--- src/hdl/wb_pipe_macros.svh ---
`ifndef WB_PIPE_MACROS_SVH
`define WB_PIPE_MACROS_SVH

// Shared sizing for the write-back pipeline

// Register and data width in bits
`define WB_XLEN 32

// Architectural register count, x0 included
`define WB_NUM_REGS 32

// Default entries in each response FIFO
// Two entries let a response land while the head is being consumed
`define WB_RESP_DEPTH 2

`endif

--- src/hdl/wb_pipe_pkg.sv ---
`include "wb_pipe_macros.svh"

package wb_pipe_pkg;

  // Register index wide enough for every architectural register
  typedef logic [$clog2(`WB_NUM_REGS)-1:0] rf_addr_t;

  // Protection status returned with each load
  typedef enum logic [1:0] {
    MPU_OK       = 2'b00,
    MPU_RE_FAULT = 2'b01,
    MPU_WR_FAULT = 2'b10
  } mpu_status_e;

  ////////////////////////////////////////////////////////////////////////////
  // FIFO payloads
  ////////////////////////////////////////////////////////////////////////////

  // One load response from the data bus
  typedef struct packed {
    logic [`WB_XLEN-1:0] rdata;
    mpu_status_e         mpu_status;
  } lsu_resp_t;

  // One coprocessor result
  typedef struct packed {
    logic [`WB_XLEN-1:0] data;
    logic                exc;      // Coprocessor raised a synchronous exception
  } xif_result_t;

  ////////////////////////////////////////////////////////////////////////////
  // EX/WB pipeline register contents
  ////////////////////////////////////////////////////////////////////////////

  typedef struct packed {
    logic                rf_we;
    rf_addr_t            rf_waddr;
    logic [`WB_XLEN-1:0] rf_wdata;   // ALU result that late sources ignore
    logic                lsu_en;     // Result comes from the load FIFO
    logic                xif_en;     // Result comes from the coprocessor FIFO
  } ex_wb_pipe_t;

endpackage

--- src/hdl/wb_ex_wb_reg.sv ---
`timescale 1ns/1ps

`include "wb_pipe_macros.svh"

module wb_ex_wb_reg (
  input  logic                   clk,
  input  logic                   rst_n_i,

  // EX side
  input  logic                   ex_valid_i,
  output logic                   ex_ready_o,
  input  logic                   ex_rf_we_i,
  input  wb_pipe_pkg::rf_addr_t  ex_rf_waddr_i,
  input  logic [`WB_XLEN-1:0]    ex_rf_wdata_i,
  input  logic                   ex_lsu_en_i,
  input  logic                   ex_xif_en_i,

  // WB side
  input  logic                   wb_ready_i,
  input  logic                   kill_wb_i,
  output logic                   instr_valid_o,
  output wb_pipe_pkg::ex_wb_pipe_t pipe_o
);

  logic                     instr_valid_q;
  wb_pipe_pkg::ex_wb_pipe_t pipe_q;
  logic                     load_en;

  ////////////////////////////////////////////////////////////////////////////
  // Handshake toward EX
  ////////////////////////////////////////////////////////////////////////////

  // Room for a new instruction when empty, when the current one retires,
  // or when the current one is being killed
  assign ex_ready_o = !instr_valid_q || wb_ready_i || kill_wb_i;

  // Payload only moves on an actual transfer
  assign load_en = ex_valid_i && ex_ready_o;

  ////////////////////////////////////////////////////////////////////////////
  // Valid flag
  ////////////////////////////////////////////////////////////////////////////

  // Follows EX whenever the slot frees up
  // A kill empties the slot unless a new instruction arrives in its place
  always_ff @(posedge clk or negedge rst_n_i) begin
    if (!rst_n_i) begin
      instr_valid_q <= 1'b0;
    end else if (ex_ready_o) begin
      instr_valid_q <= ex_valid_i;
    end
  end

  // Instruction payload qualified by the valid flag
  always_ff @(posedge clk) begin
    if (load_en) begin
      pipe_q.rf_we    <= ex_rf_we_i;
      pipe_q.rf_waddr <= ex_rf_waddr_i;
      pipe_q.rf_wdata <= ex_rf_wdata_i;
      pipe_q.lsu_en   <= ex_lsu_en_i;
      pipe_q.xif_en   <= ex_xif_en_i;
    end
  end

  assign instr_valid_o = instr_valid_q;
  assign pipe_o        = pipe_q;

endmodule

--- src/hdl/wb_resp_fifo.sv ---
`timescale 1ns/1ps

`include "wb_pipe_macros.svh"

module wb_resp_fifo #(
  parameter int  DEPTH     = `WB_RESP_DEPTH,
  parameter type payload_t = logic [`WB_XLEN-1:0]
) (
  input  logic     clk,
  input  logic     rst_n_i,

  // Producer side
  input  logic     push_valid_i,
  output logic     push_ready_o,
  input  payload_t push_data_i,

  // Consumer side
  // A pop is a request and only acts on a valid head
  output logic     head_valid_o,
  output payload_t head_data_o,
  input  logic     pop_i
);

  localparam int PTR_W = (DEPTH > 1) ? $clog2(DEPTH) : 1;
  localparam int CNT_W = $clog2(DEPTH + 1);

  localparam logic [PTR_W-1:0] LAST_PTR = PTR_W'(DEPTH - 1);
  localparam logic [CNT_W-1:0] FULL_CNT = CNT_W'(DEPTH);

  payload_t         mem_q [DEPTH];
  logic [PTR_W-1:0] wr_ptr_q;
  logic [PTR_W-1:0] rd_ptr_q;
  logic [CNT_W-1:0] count_q;
  logic             push;
  logic             pop;

  // Full drops ready so a push never lands on a full buffer
  assign push_ready_o = (count_q != FULL_CNT);
  assign head_valid_o = (count_q != '0);

  assign push = push_valid_i && push_ready_o;
  assign pop  = pop_i && head_valid_o;

  ////////////////////////////////////////////////////////////////////////////
  // Pointers and occupancy
  ////////////////////////////////////////////////////////////////////////////

  always_ff @(posedge clk or negedge rst_n_i) begin
    if (!rst_n_i) begin
      wr_ptr_q <= '0;
      rd_ptr_q <= '0;
      count_q  <= '0;
    end else begin
      if (push) begin
        wr_ptr_q <= (wr_ptr_q == LAST_PTR) ? '0 : wr_ptr_q + 1'b1;
      end
      if (pop) begin
        rd_ptr_q <= (rd_ptr_q == LAST_PTR) ? '0 : rd_ptr_q + 1'b1;
      end
      // Simultaneous push and pop leave the count alone
      if (push && !pop) begin
        count_q <= count_q + 1'b1;
      end else if (pop && !push) begin
        count_q <= count_q - 1'b1;
      end
    end
  end

  // Storage
  always_ff @(posedge clk) begin
    if (push) begin
      mem_q[wr_ptr_q] <= push_data_i;
    end
  end

  // Head is read straight from storage
  assign head_data_o = mem_q[rd_ptr_q];

endmodule

--- src/hdl/wb_stage.sv ---
`timescale 1ns/1ps

`include "wb_pipe_macros.svh"

module wb_stage (
  // Instruction from the EX/WB register
  input  logic                     instr_valid_i,
  input  wb_pipe_pkg::ex_wb_pipe_t pipe_i,

  // Controller
  input  logic                     halt_wb_i,
  input  logic                     kill_wb_i,

  // Load response FIFO head
  input  logic                     lsu_head_valid_i,
  input  wb_pipe_pkg::lsu_resp_t   lsu_head_i,
  output logic                     lsu_pop_o,

  // Coprocessor result FIFO head
  input  logic                     xif_head_valid_i,
  input  wb_pipe_pkg::xif_result_t xif_head_i,
  output logic                     xif_pop_o,

  // Register file write port
  output logic                     rf_we_o,
  output wb_pipe_pkg::rf_addr_t    rf_waddr_o,
  output logic [`WB_XLEN-1:0]      rf_wdata_o,

  // Stage status
  output logic                     wb_ready_o,
  output logic                     wb_valid_o,
  output logic                     data_stall_o,
  output logic                     exc_o
);

  logic live;
  logic lsu_waiting;
  logic xif_waiting;
  logic retire;
  logic lsu_exception;
  logic xif_exception;
  logic exception;

  // Instruction may act this cycle
  assign live = instr_valid_i && !kill_wb_i && !halt_wb_i;

  ////////////////////////////////////////////////////////////////////////////
  // Late result tracking
  ////////////////////////////////////////////////////////////////////////////

  // Load or offloaded instruction without its response yet
  assign lsu_waiting = pipe_i.lsu_en && !lsu_head_valid_i;
  assign xif_waiting = pipe_i.xif_en && !xif_head_valid_i;

  assign retire = live && !lsu_waiting && !xif_waiting;

  // Fault info only matters once the matching head is present
  assign lsu_exception = pipe_i.lsu_en && (lsu_head_i.mpu_status != wb_pipe_pkg::MPU_OK);
  assign xif_exception = pipe_i.xif_en && xif_head_i.exc;
  assign exception     = lsu_exception || xif_exception;

  // Consume exactly the head this instruction used
  assign lsu_pop_o = retire && pipe_i.lsu_en;
  assign xif_pop_o = retire && pipe_i.xif_en;

  ////////////////////////////////////////////////////////////////////////////
  // Register file write
  ////////////////////////////////////////////////////////////////////////////

  // Faulting loads and excepting coprocessor results never reach the file
  assign rf_we_o    = retire && pipe_i.rf_we && !exception;
  assign rf_waddr_o = pipe_i.rf_waddr;

  // Load data first, then coprocessor data, else the ALU result
  always_comb begin
    if (pipe_i.lsu_en) begin
      rf_wdata_o = lsu_head_i.rdata;
    end else if (pipe_i.xif_en) begin
      rf_wdata_o = xif_head_i.data;
    end else begin
      rf_wdata_o = pipe_i.rf_wdata;
    end
  end

  ////////////////////////////////////////////////////////////////////////////
  // Stage status
  ////////////////////////////////////////////////////////////////////////////

  // Free for the next instruction when empty or retiring now
  assign wb_ready_o = !instr_valid_i || retire;

  // One pulse per retired instruction including exceptions
  assign wb_valid_o = retire;
  assign exc_o      = retire && exception;

  // Load held up by the data bus
  assign data_stall_o = live && lsu_waiting;

endmodule

--- src/hdl/wb_regfile.sv ---
`timescale 1ns/1ps

`include "wb_pipe_macros.svh"

module wb_regfile (
  input  logic                  clk,
  input  logic                  rst_n_i,

  // Write port from WB
  input  logic                  we_i,
  input  wb_pipe_pkg::rf_addr_t waddr_i,
  input  logic [`WB_XLEN-1:0]   wdata_i,

  // Read port
  input  wb_pipe_pkg::rf_addr_t raddr_i,
  output logic [`WB_XLEN-1:0]   rdata_o
);

  // x0 has no storage
  logic [`WB_XLEN-1:0] regs_q [1:`WB_NUM_REGS-1];
  logic                wr_en;

  // Writes aimed at x0 are dropped
  assign wr_en = we_i && (waddr_i != '0);

  ////////////////////////////////////////////////////////////////////////////
  // Storage
  ////////////////////////////////////////////////////////////////////////////

  always_ff @(posedge clk or negedge rst_n_i) begin
    if (!rst_n_i) begin
      for (int i = 1; i < `WB_NUM_REGS; i++) begin
        regs_q[i] <= '0;
      end
    end else if (wr_en) begin
      regs_q[waddr_i] <= wdata_i;
    end
  end

  // Combinational read with x0 tied to zero
  always_comb begin
    if (raddr_i == '0) begin
      rdata_o = '0;
    end else begin
      rdata_o = regs_q[raddr_i];
    end
  end

endmodule

--- src/hdl/wb_pipe_top.sv ---
`timescale 1ns/1ps

`include "wb_pipe_macros.svh"

module wb_pipe_top (
  input  logic                    clk,
  input  logic                    rst_n_i,

  // EX channel
  input  logic                    ex_valid_i,
  output logic                    ex_ready_o,
  input  logic                    ex_rf_we_i,
  input  wb_pipe_pkg::rf_addr_t   ex_rf_waddr_i,
  input  logic [`WB_XLEN-1:0]     ex_rf_wdata_i,
  input  logic                    ex_lsu_en_i,
  input  logic                    ex_xif_en_i,

  // Load response channel
  input  logic                    lsu_rvalid_i,
  output logic                    lsu_rready_o,
  input  logic [`WB_XLEN-1:0]     lsu_rdata_i,
  input  wb_pipe_pkg::mpu_status_e lsu_mpu_status_i,

  // Coprocessor result channel
  input  logic                    xif_result_valid_i,
  output logic                    xif_result_ready_o,
  input  logic [`WB_XLEN-1:0]     xif_result_data_i,
  input  logic                    xif_result_exc_i,

  // Controller
  input  logic                    halt_wb_i,
  input  logic                    kill_wb_i,

  // Register read port
  input  wb_pipe_pkg::rf_addr_t   rf_raddr_i,
  output logic [`WB_XLEN-1:0]     rf_rdata_o,

  // Retire status
  output logic                    wb_valid_o,
  output wb_pipe_pkg::rf_addr_t   wb_rd_o,
  output logic                    wb_we_o,
  output logic                    data_stall_o,
  output logic                    exc_o
);

  logic                     instr_valid;
  wb_pipe_pkg::ex_wb_pipe_t ex_wb_pipe;
  logic                     wb_ready;
  logic                     lsu_head_valid;
  wb_pipe_pkg::lsu_resp_t   lsu_head;
  logic                     lsu_pop;
  logic                     xif_head_valid;
  wb_pipe_pkg::xif_result_t xif_head;
  logic                     xif_pop;
  logic [`WB_XLEN-1:0]      rf_wdata;

  ////////////////////////////////////////////////////////////////////////////
  // EX/WB register
  ////////////////////////////////////////////////////////////////////////////

  wb_ex_wb_reg i_ex_wb_reg (
    .clk           (clk),
    .rst_n_i       (rst_n_i),
    .ex_valid_i    (ex_valid_i),
    .ex_ready_o    (ex_ready_o),
    .ex_rf_we_i    (ex_rf_we_i),
    .ex_rf_waddr_i (ex_rf_waddr_i),
    .ex_rf_wdata_i (ex_rf_wdata_i),
    .ex_lsu_en_i   (ex_lsu_en_i),
    .ex_xif_en_i   (ex_xif_en_i),
    .wb_ready_i    (wb_ready),
    .kill_wb_i     (kill_wb_i),
    .instr_valid_o (instr_valid),
    .pipe_o        (ex_wb_pipe)
  );

  ////////////////////////////////////////////////////////////////////////////
  // Late result buffers
  ////////////////////////////////////////////////////////////////////////////

  // Load responses
  wb_resp_fifo #(
    .DEPTH     (`WB_RESP_DEPTH),
    .payload_t (wb_pipe_pkg::lsu_resp_t)
  ) i_lsu_fifo (
    .clk          (clk),
    .rst_n_i      (rst_n_i),
    .push_valid_i (lsu_rvalid_i),
    .push_ready_o (lsu_rready_o),
    .push_data_i  (wb_pipe_pkg::lsu_resp_t'{rdata: lsu_rdata_i,
                                            mpu_status: lsu_mpu_status_i}),
    .head_valid_o (lsu_head_valid),
    .head_data_o  (lsu_head),
    .pop_i        (lsu_pop)
  );

  // Coprocessor results
  wb_resp_fifo #(
    .DEPTH     (`WB_RESP_DEPTH),
    .payload_t (wb_pipe_pkg::xif_result_t)
  ) i_xif_fifo (
    .clk          (clk),
    .rst_n_i      (rst_n_i),
    .push_valid_i (xif_result_valid_i),
    .push_ready_o (xif_result_ready_o),
    .push_data_i  (wb_pipe_pkg::xif_result_t'{data: xif_result_data_i,
                                              exc: xif_result_exc_i}),
    .head_valid_o (xif_head_valid),
    .head_data_o  (xif_head),
    .pop_i        (xif_pop)
  );

  ////////////////////////////////////////////////////////////////////////////
  // Write-back stage and register file
  ////////////////////////////////////////////////////////////////////////////

  // Write enable and address also go out as retire status
  wb_stage i_wb_stage (
    .instr_valid_i    (instr_valid),
    .pipe_i           (ex_wb_pipe),
    .halt_wb_i        (halt_wb_i),
    .kill_wb_i        (kill_wb_i),
    .lsu_head_valid_i (lsu_head_valid),
    .lsu_head_i       (lsu_head),
    .lsu_pop_o        (lsu_pop),
    .xif_head_valid_i (xif_head_valid),
    .xif_head_i       (xif_head),
    .xif_pop_o        (xif_pop),
    .rf_we_o          (wb_we_o),
    .rf_waddr_o       (wb_rd_o),
    .rf_wdata_o       (rf_wdata),
    .wb_ready_o       (wb_ready),
    .wb_valid_o       (wb_valid_o),
    .data_stall_o     (data_stall_o),
    .exc_o            (exc_o)
  );

  wb_regfile i_regfile (
    .clk     (clk),
    .rst_n_i (rst_n_i),
    .we_i    (wb_we_o),
    .waddr_i (wb_rd_o),
    .wdata_i (rf_wdata),
    .raddr_i (rf_raddr_i),
    .rdata_o (rf_rdata_o)
  );

endmodule

--- config.mk ---
export PLATFORM = sky130hd
export DESIGN_NAME = wb_pipe_top
export DESIGN_NICKNAME = d
export VERILOG_FILES = /design/src/hdl/wb_pipe_pkg.sv /design/src/hdl/wb_ex_wb_reg.sv /design/src/hdl/wb_resp_fifo.sv /design/src/hdl/wb_stage.sv /design/src/hdl/wb_regfile.sv /design/src/hdl/wb_pipe_top.sv
export VERILOG_INCLUDE_DIRS = /design/src /design/src/hdl
export SDC_FILE = /design/constraint.sdc
export NUM_CORES = 2
export LEC_CHECK = 0
export BUFFER_PORTS_ARGS = -buffer_cell sky130_fd_sc_hd__buf_2
export CAP_MARGIN = 20
export CORE_MARGIN = 1.5
export CORE_UTILIZATION = 50
export DETAILED_ROUTE_END_ITERATION = 7
export HOLD_SLACK_MARGIN = 0.12
export PLACE_DENSITY = 0.66
export SETUP_SLACK_MARGIN = 0.2
export SLEW_MARGIN = 20
export SYNTH_ARGS = -nofsm -noshare
export SYNTH_HDL_FRONTEND = slang
export SYNTH_SLANG_ARGS = --single-unit
--- constraint.sdc ---
create_clock -name clk -period 3.8 [get_ports clk]
set_input_delay 0.19 -clock clk [delete_from_list [all_inputs] [get_ports clk]]
set_output_delay 0.19 -clock clk [all_outputs]
set_load 0.01 [all_outputs]
==> results.py <==
metrics = {
    "logic_synthesis": {
        "async_flop_share": 0.852,
        "synth_simple_gate_area_frac": 0.0314,
        "synth-adder-area-share": 0.000476,
        "synth_ff_type": "dfrtp_1",
        "synth_top_family_by_area": "multiplexers",
        "ys_seq_area_frac": 0.576,
        "synth.distinct_cells": 37,
        "synth_mux_area_frac": 0.320,
        "synth_compound_area_frac": 0.0421,
        "synthXorXnorAreaFrac": 0.00167,
        "netlist_area_um2": 52500,
        "synth.avg_cell_area_um2": 14.5,
        "syn_inst": 3632,
        "yosys_warnings": 0,
        "synth_nets": 3753,
        "ys_seq_elements": 1175,
        "synth_edf_count": 174,
    },
    "sta": {
        "finalSetupTns_ns": 0,
        "slew_violations": 0,
        "finalSetupViolations": 0,
        "slew_headroom": 0.298,
        "worst_pin_slew_ns": 1.05,
        "finalHoldViolCount": 0,
        "finClkSkew_ns": 0.0222,
        "fin_crit_ns": 3.15,
        "fmax_mhz": 318,
        "fin_crit_sh": 0.828,
        "rsz0062_at_grt": "no",
    },
    "route": {
        "drtIter0Drc": 2035,
        "ant_nets": 0,
        "via_per_inst": 5.98,
        "vias": 31900,
        "wl_met3_um": 6440,
        "drt-met1-wl_um": 65000,
        "wl_per_cell_um": 26.6,
        "wl_met2_um": 67400,
        "first_pass_iters": 5,
        "wl_um": 142000,
        "top_layer": "met4",
        "drc": 0,
    },
    "layout": {
        "final_cells": 5324,
        "nNetsFinal": 3956,
        "final_util": 0.583,
        "syn2layout_area_growth_pct": 15.2,
        "drive_gt1_frac": 0.403,
        "fill_cells": 8170,
    },
    "power_and_ir_drop": {
        "p_leak_nw": 29.3,
        "power.density_nw_per_um2": 516,
        "vdd_ir_drop_max_uv": 384,
    },
    "worst_setup_path": {
        "critPathBufInv": 2,
        "worstRegToRegCells": 6,
        "crit_arrival_ns": 3.74,
        "critPathTopFamily": "simple AND/OR/NAND/NOR gates",
        "crit_path_cell_trace": "or3b_2 -> a32oi_4 -> buf_12 -> nand3_4 -> buf_4 -> mux2_1",
        "reg2reg_to": "i_regfile.regs_q[347]$_DFFE_PN0P_",
        "worstSetupPathType": "reg2reg",
        "cpPeakStageDelay_ns": 0.59,
        "rrSetupSlack_ns": 0.65,
        "endpoint_kind": "flop",
        "r2r_start": "i_lsu_fifo.mem_q[1][0]$_DFFE_PP_",
        "startpoint_type": "flop",
        "cp.required_ns": 4.39,
        "cp_slowest_cell": "a32oi_4",
        "worstPathMaxFanout": 24,
    },
    "job": {
        "max_cap_viol_count": 0,
    },
    "floorplan": {
        "rows": 118,
        "dieArea_um2": 107000,
        "core_area_um2": 104000,
        "ios": 163,
        "die_height_um": 327,
        "start_util": 0.506,
        "die_x_um": 327,
    },
    "cts": {
        "clkTransAtPathRegs_ns": 0.06,
        "clock_latency_ns": 0.71,
        "cts_setup_buffers": 0,
        "ctsRootBufferMaster": "clkbuf_16",
        "cts_tree": "built",
        "cts_buffer_depth": 3,
        "cts.sinks": 1175,
        "h-tree-depth": 3,
        "numCtsBuffers": 121,
    },
    "global_route": {
        "overflow": 0,
        "grt_max_degree": 112,
        "grt_pass1_wl_um": 214000,
        "antenna_found_initial": 8,
        "grt_pass1_vias": 32900,
        "grtUsageTotal": 0.266,
    },
    "worst_hold_path": {
        "hold_class": "in2async",
    },
    "placed_design": {
        "port_buffers": 162,
        "place_congestion": 0.778,
        "placedCellCount": 4976,
        "dpl.hpwl_um": 82900,
    },
    "run_status": {
        "status": "complete, no violations",
    },
}
[per-layer routing]
layer  vias to the layer above  global-route usage
met1                     17000               0.383
met3                       184              0.0352
li1                      13900                   -
met4                         0              0.0600
met5                         -                   0
met2                       736               0.432
[state kept, by name, summed over array words and instances, names as in the netlist]
| name | flops |
|---|---|
| i_ex_wb_reg.pipe_o | 40 |
| i_lsu_fifo.count_q | 2 |
| i_regfile.regs_q | 992 |
| i_xif_fifo.wr_ptr_q | 1 |
| i_lsu_fifo.wr_ptr_q | 1 |
| i_lsu_fifo.rd_ptr_q | 1 |
| i_xif_fifo.count_q | 2 |
| i_lsu_fifo.mem_q | 68 |
| i_xif_fifo.rd_ptr_q | 1 |
| i_ex_wb_reg.instr_valid_o | 1 |
| i_xif_fifo.mem_q | 66 |
[kinds of logic after synthesis]
| group | count (synthesis) |
|---|---|
| compound gates | 323 |
| xor+xnor | 10 |
| fa+ha+maj | 2 |
| buf+inv | 347 |
| flops | 1175 |
| mux | 1473 |
| simple gates | 302 |
[stage by stage]
stage	area [µm²]	total power, mW	setup slack [ns]	hold WS, ns
after floorplan	52500	17.5	0.841	-0.106
after global placement	55200	19.1	0.717	0.266
after detailed placement	55200	19.2	0.672	0.274
after CTS	60500	31.4	0.641	0.123
after global routing	60500	32.4	0.582	0.157
final	60500	31.3	0.653	0.133
[what timing repair did]
item,4_1_cts,5_1_grt
gates resized for setup,0,0
hold endpoints to repair,743,0
hold buffers,114,0
[cells in the mapped netlist (36+ instances only)]
master | instances | area (µm²)
nor2b_1 | 36 | 225
clkbuf_1 | 216 | 811
nor3_1 | 64 | 320
mux2_2 | 960 | 10800
edfxtp_1 | 174 | 5230
mux2i_1 | 384 | 3840
mux2_1 | 65 | 732
buf_2 | 101 | 505
nor2_1 | 70 | 263
a21oi_1 | 65 | 325
nand2_1 | 37 | 139
dfrtp_1 | 1001 | 25000
o22ai_1 | 128 | 801
mux4_2 | 64 | 1440
[final cells by class]
cell class,instances,area [µm²],area share
diodes,1,2.50,0.0000413
clock buffers,184,3600,0.0594
clock inverters,47,515,0.00852
inverters,2,7.51,0.000124
multi-input cells,2110,21000,0.346
flip-flops and latches,1175,30300,0.500
well taps,1380,1730,0.0285
repair buffers,425,3440,0.0568
[power by group]
group	switching [mW]	internal [mW]	leakage [nW]
clock network	5.04	7.12	2.03
logic	2.88	1.78	11.8
registers	0.475	14.0	15.5
total	8.39	22.9	29.3
[worst max path at each step]
stage / from / to / slack (ns) / cells after the start
finish: i_lsu_fifo.mem_q[1][0]$_DFFE_PP_ / i_regfile.regs_q[347]$_DFFE_PN0P_ / 0.65 / 6
global route: i_lsu_fifo.mem_q[1][0]$_DFFE_PP_ / i_regfile.regs_q[347]$_DFFE_PN0P_ / 0.58 / 6
CTS: i_lsu_fifo.mem_q[1][0]$_DFFE_PP_ / i_regfile.regs_q[347]$_DFFE_PN0P_ / 0.64 / 6
detailed placement: i_lsu_fifo.mem_q[1][0]$_DFFE_PP_ / i_regfile.regs_q[347]$_DFFE_PN0P_ / 0.67 / 6
global placement: i_lsu_fifo.mem_q[1][0]$_DFFE_PP_ / i_regfile.regs_q[347]$_DFFE_PN0P_ / 0.72 / 6
floorplan: i_ex_wb_reg.instr_valid_o$_DFFE_PN0P_ / i_ex_wb_reg.pipe_o[0]$_DFFE_PP_ / 0.84 / 5
[layout by cell type, fill, tap and decap left out, types with 7 or more instances in the layout]
cell type      instances
clkinv_1               9
clkinv_2              20
dfrtp_1              999
a221o_1               32
nor2b_1               34
buf_12                27
a22oi_1               32
nor3_1                64
a211oi_1              32
clkbuf_1              29
edfxtp_1             174
buf_2                158
mux2i_1              384
a21oi_1               65
nand3b_1               7
dlygate4sd3_1        114
nor2_1                68
nor4_1                32
o21a_1                27
nand2_1               35
clkbuf_16            122
nand3_2               25
buf_4                123
o22ai_1              128
mux2_1                65
bufinv_16              9
clkbuf_8              30
mux2_2               960
mux4_2                64
No activity file was read; power rests on OpenSTA's default activity.
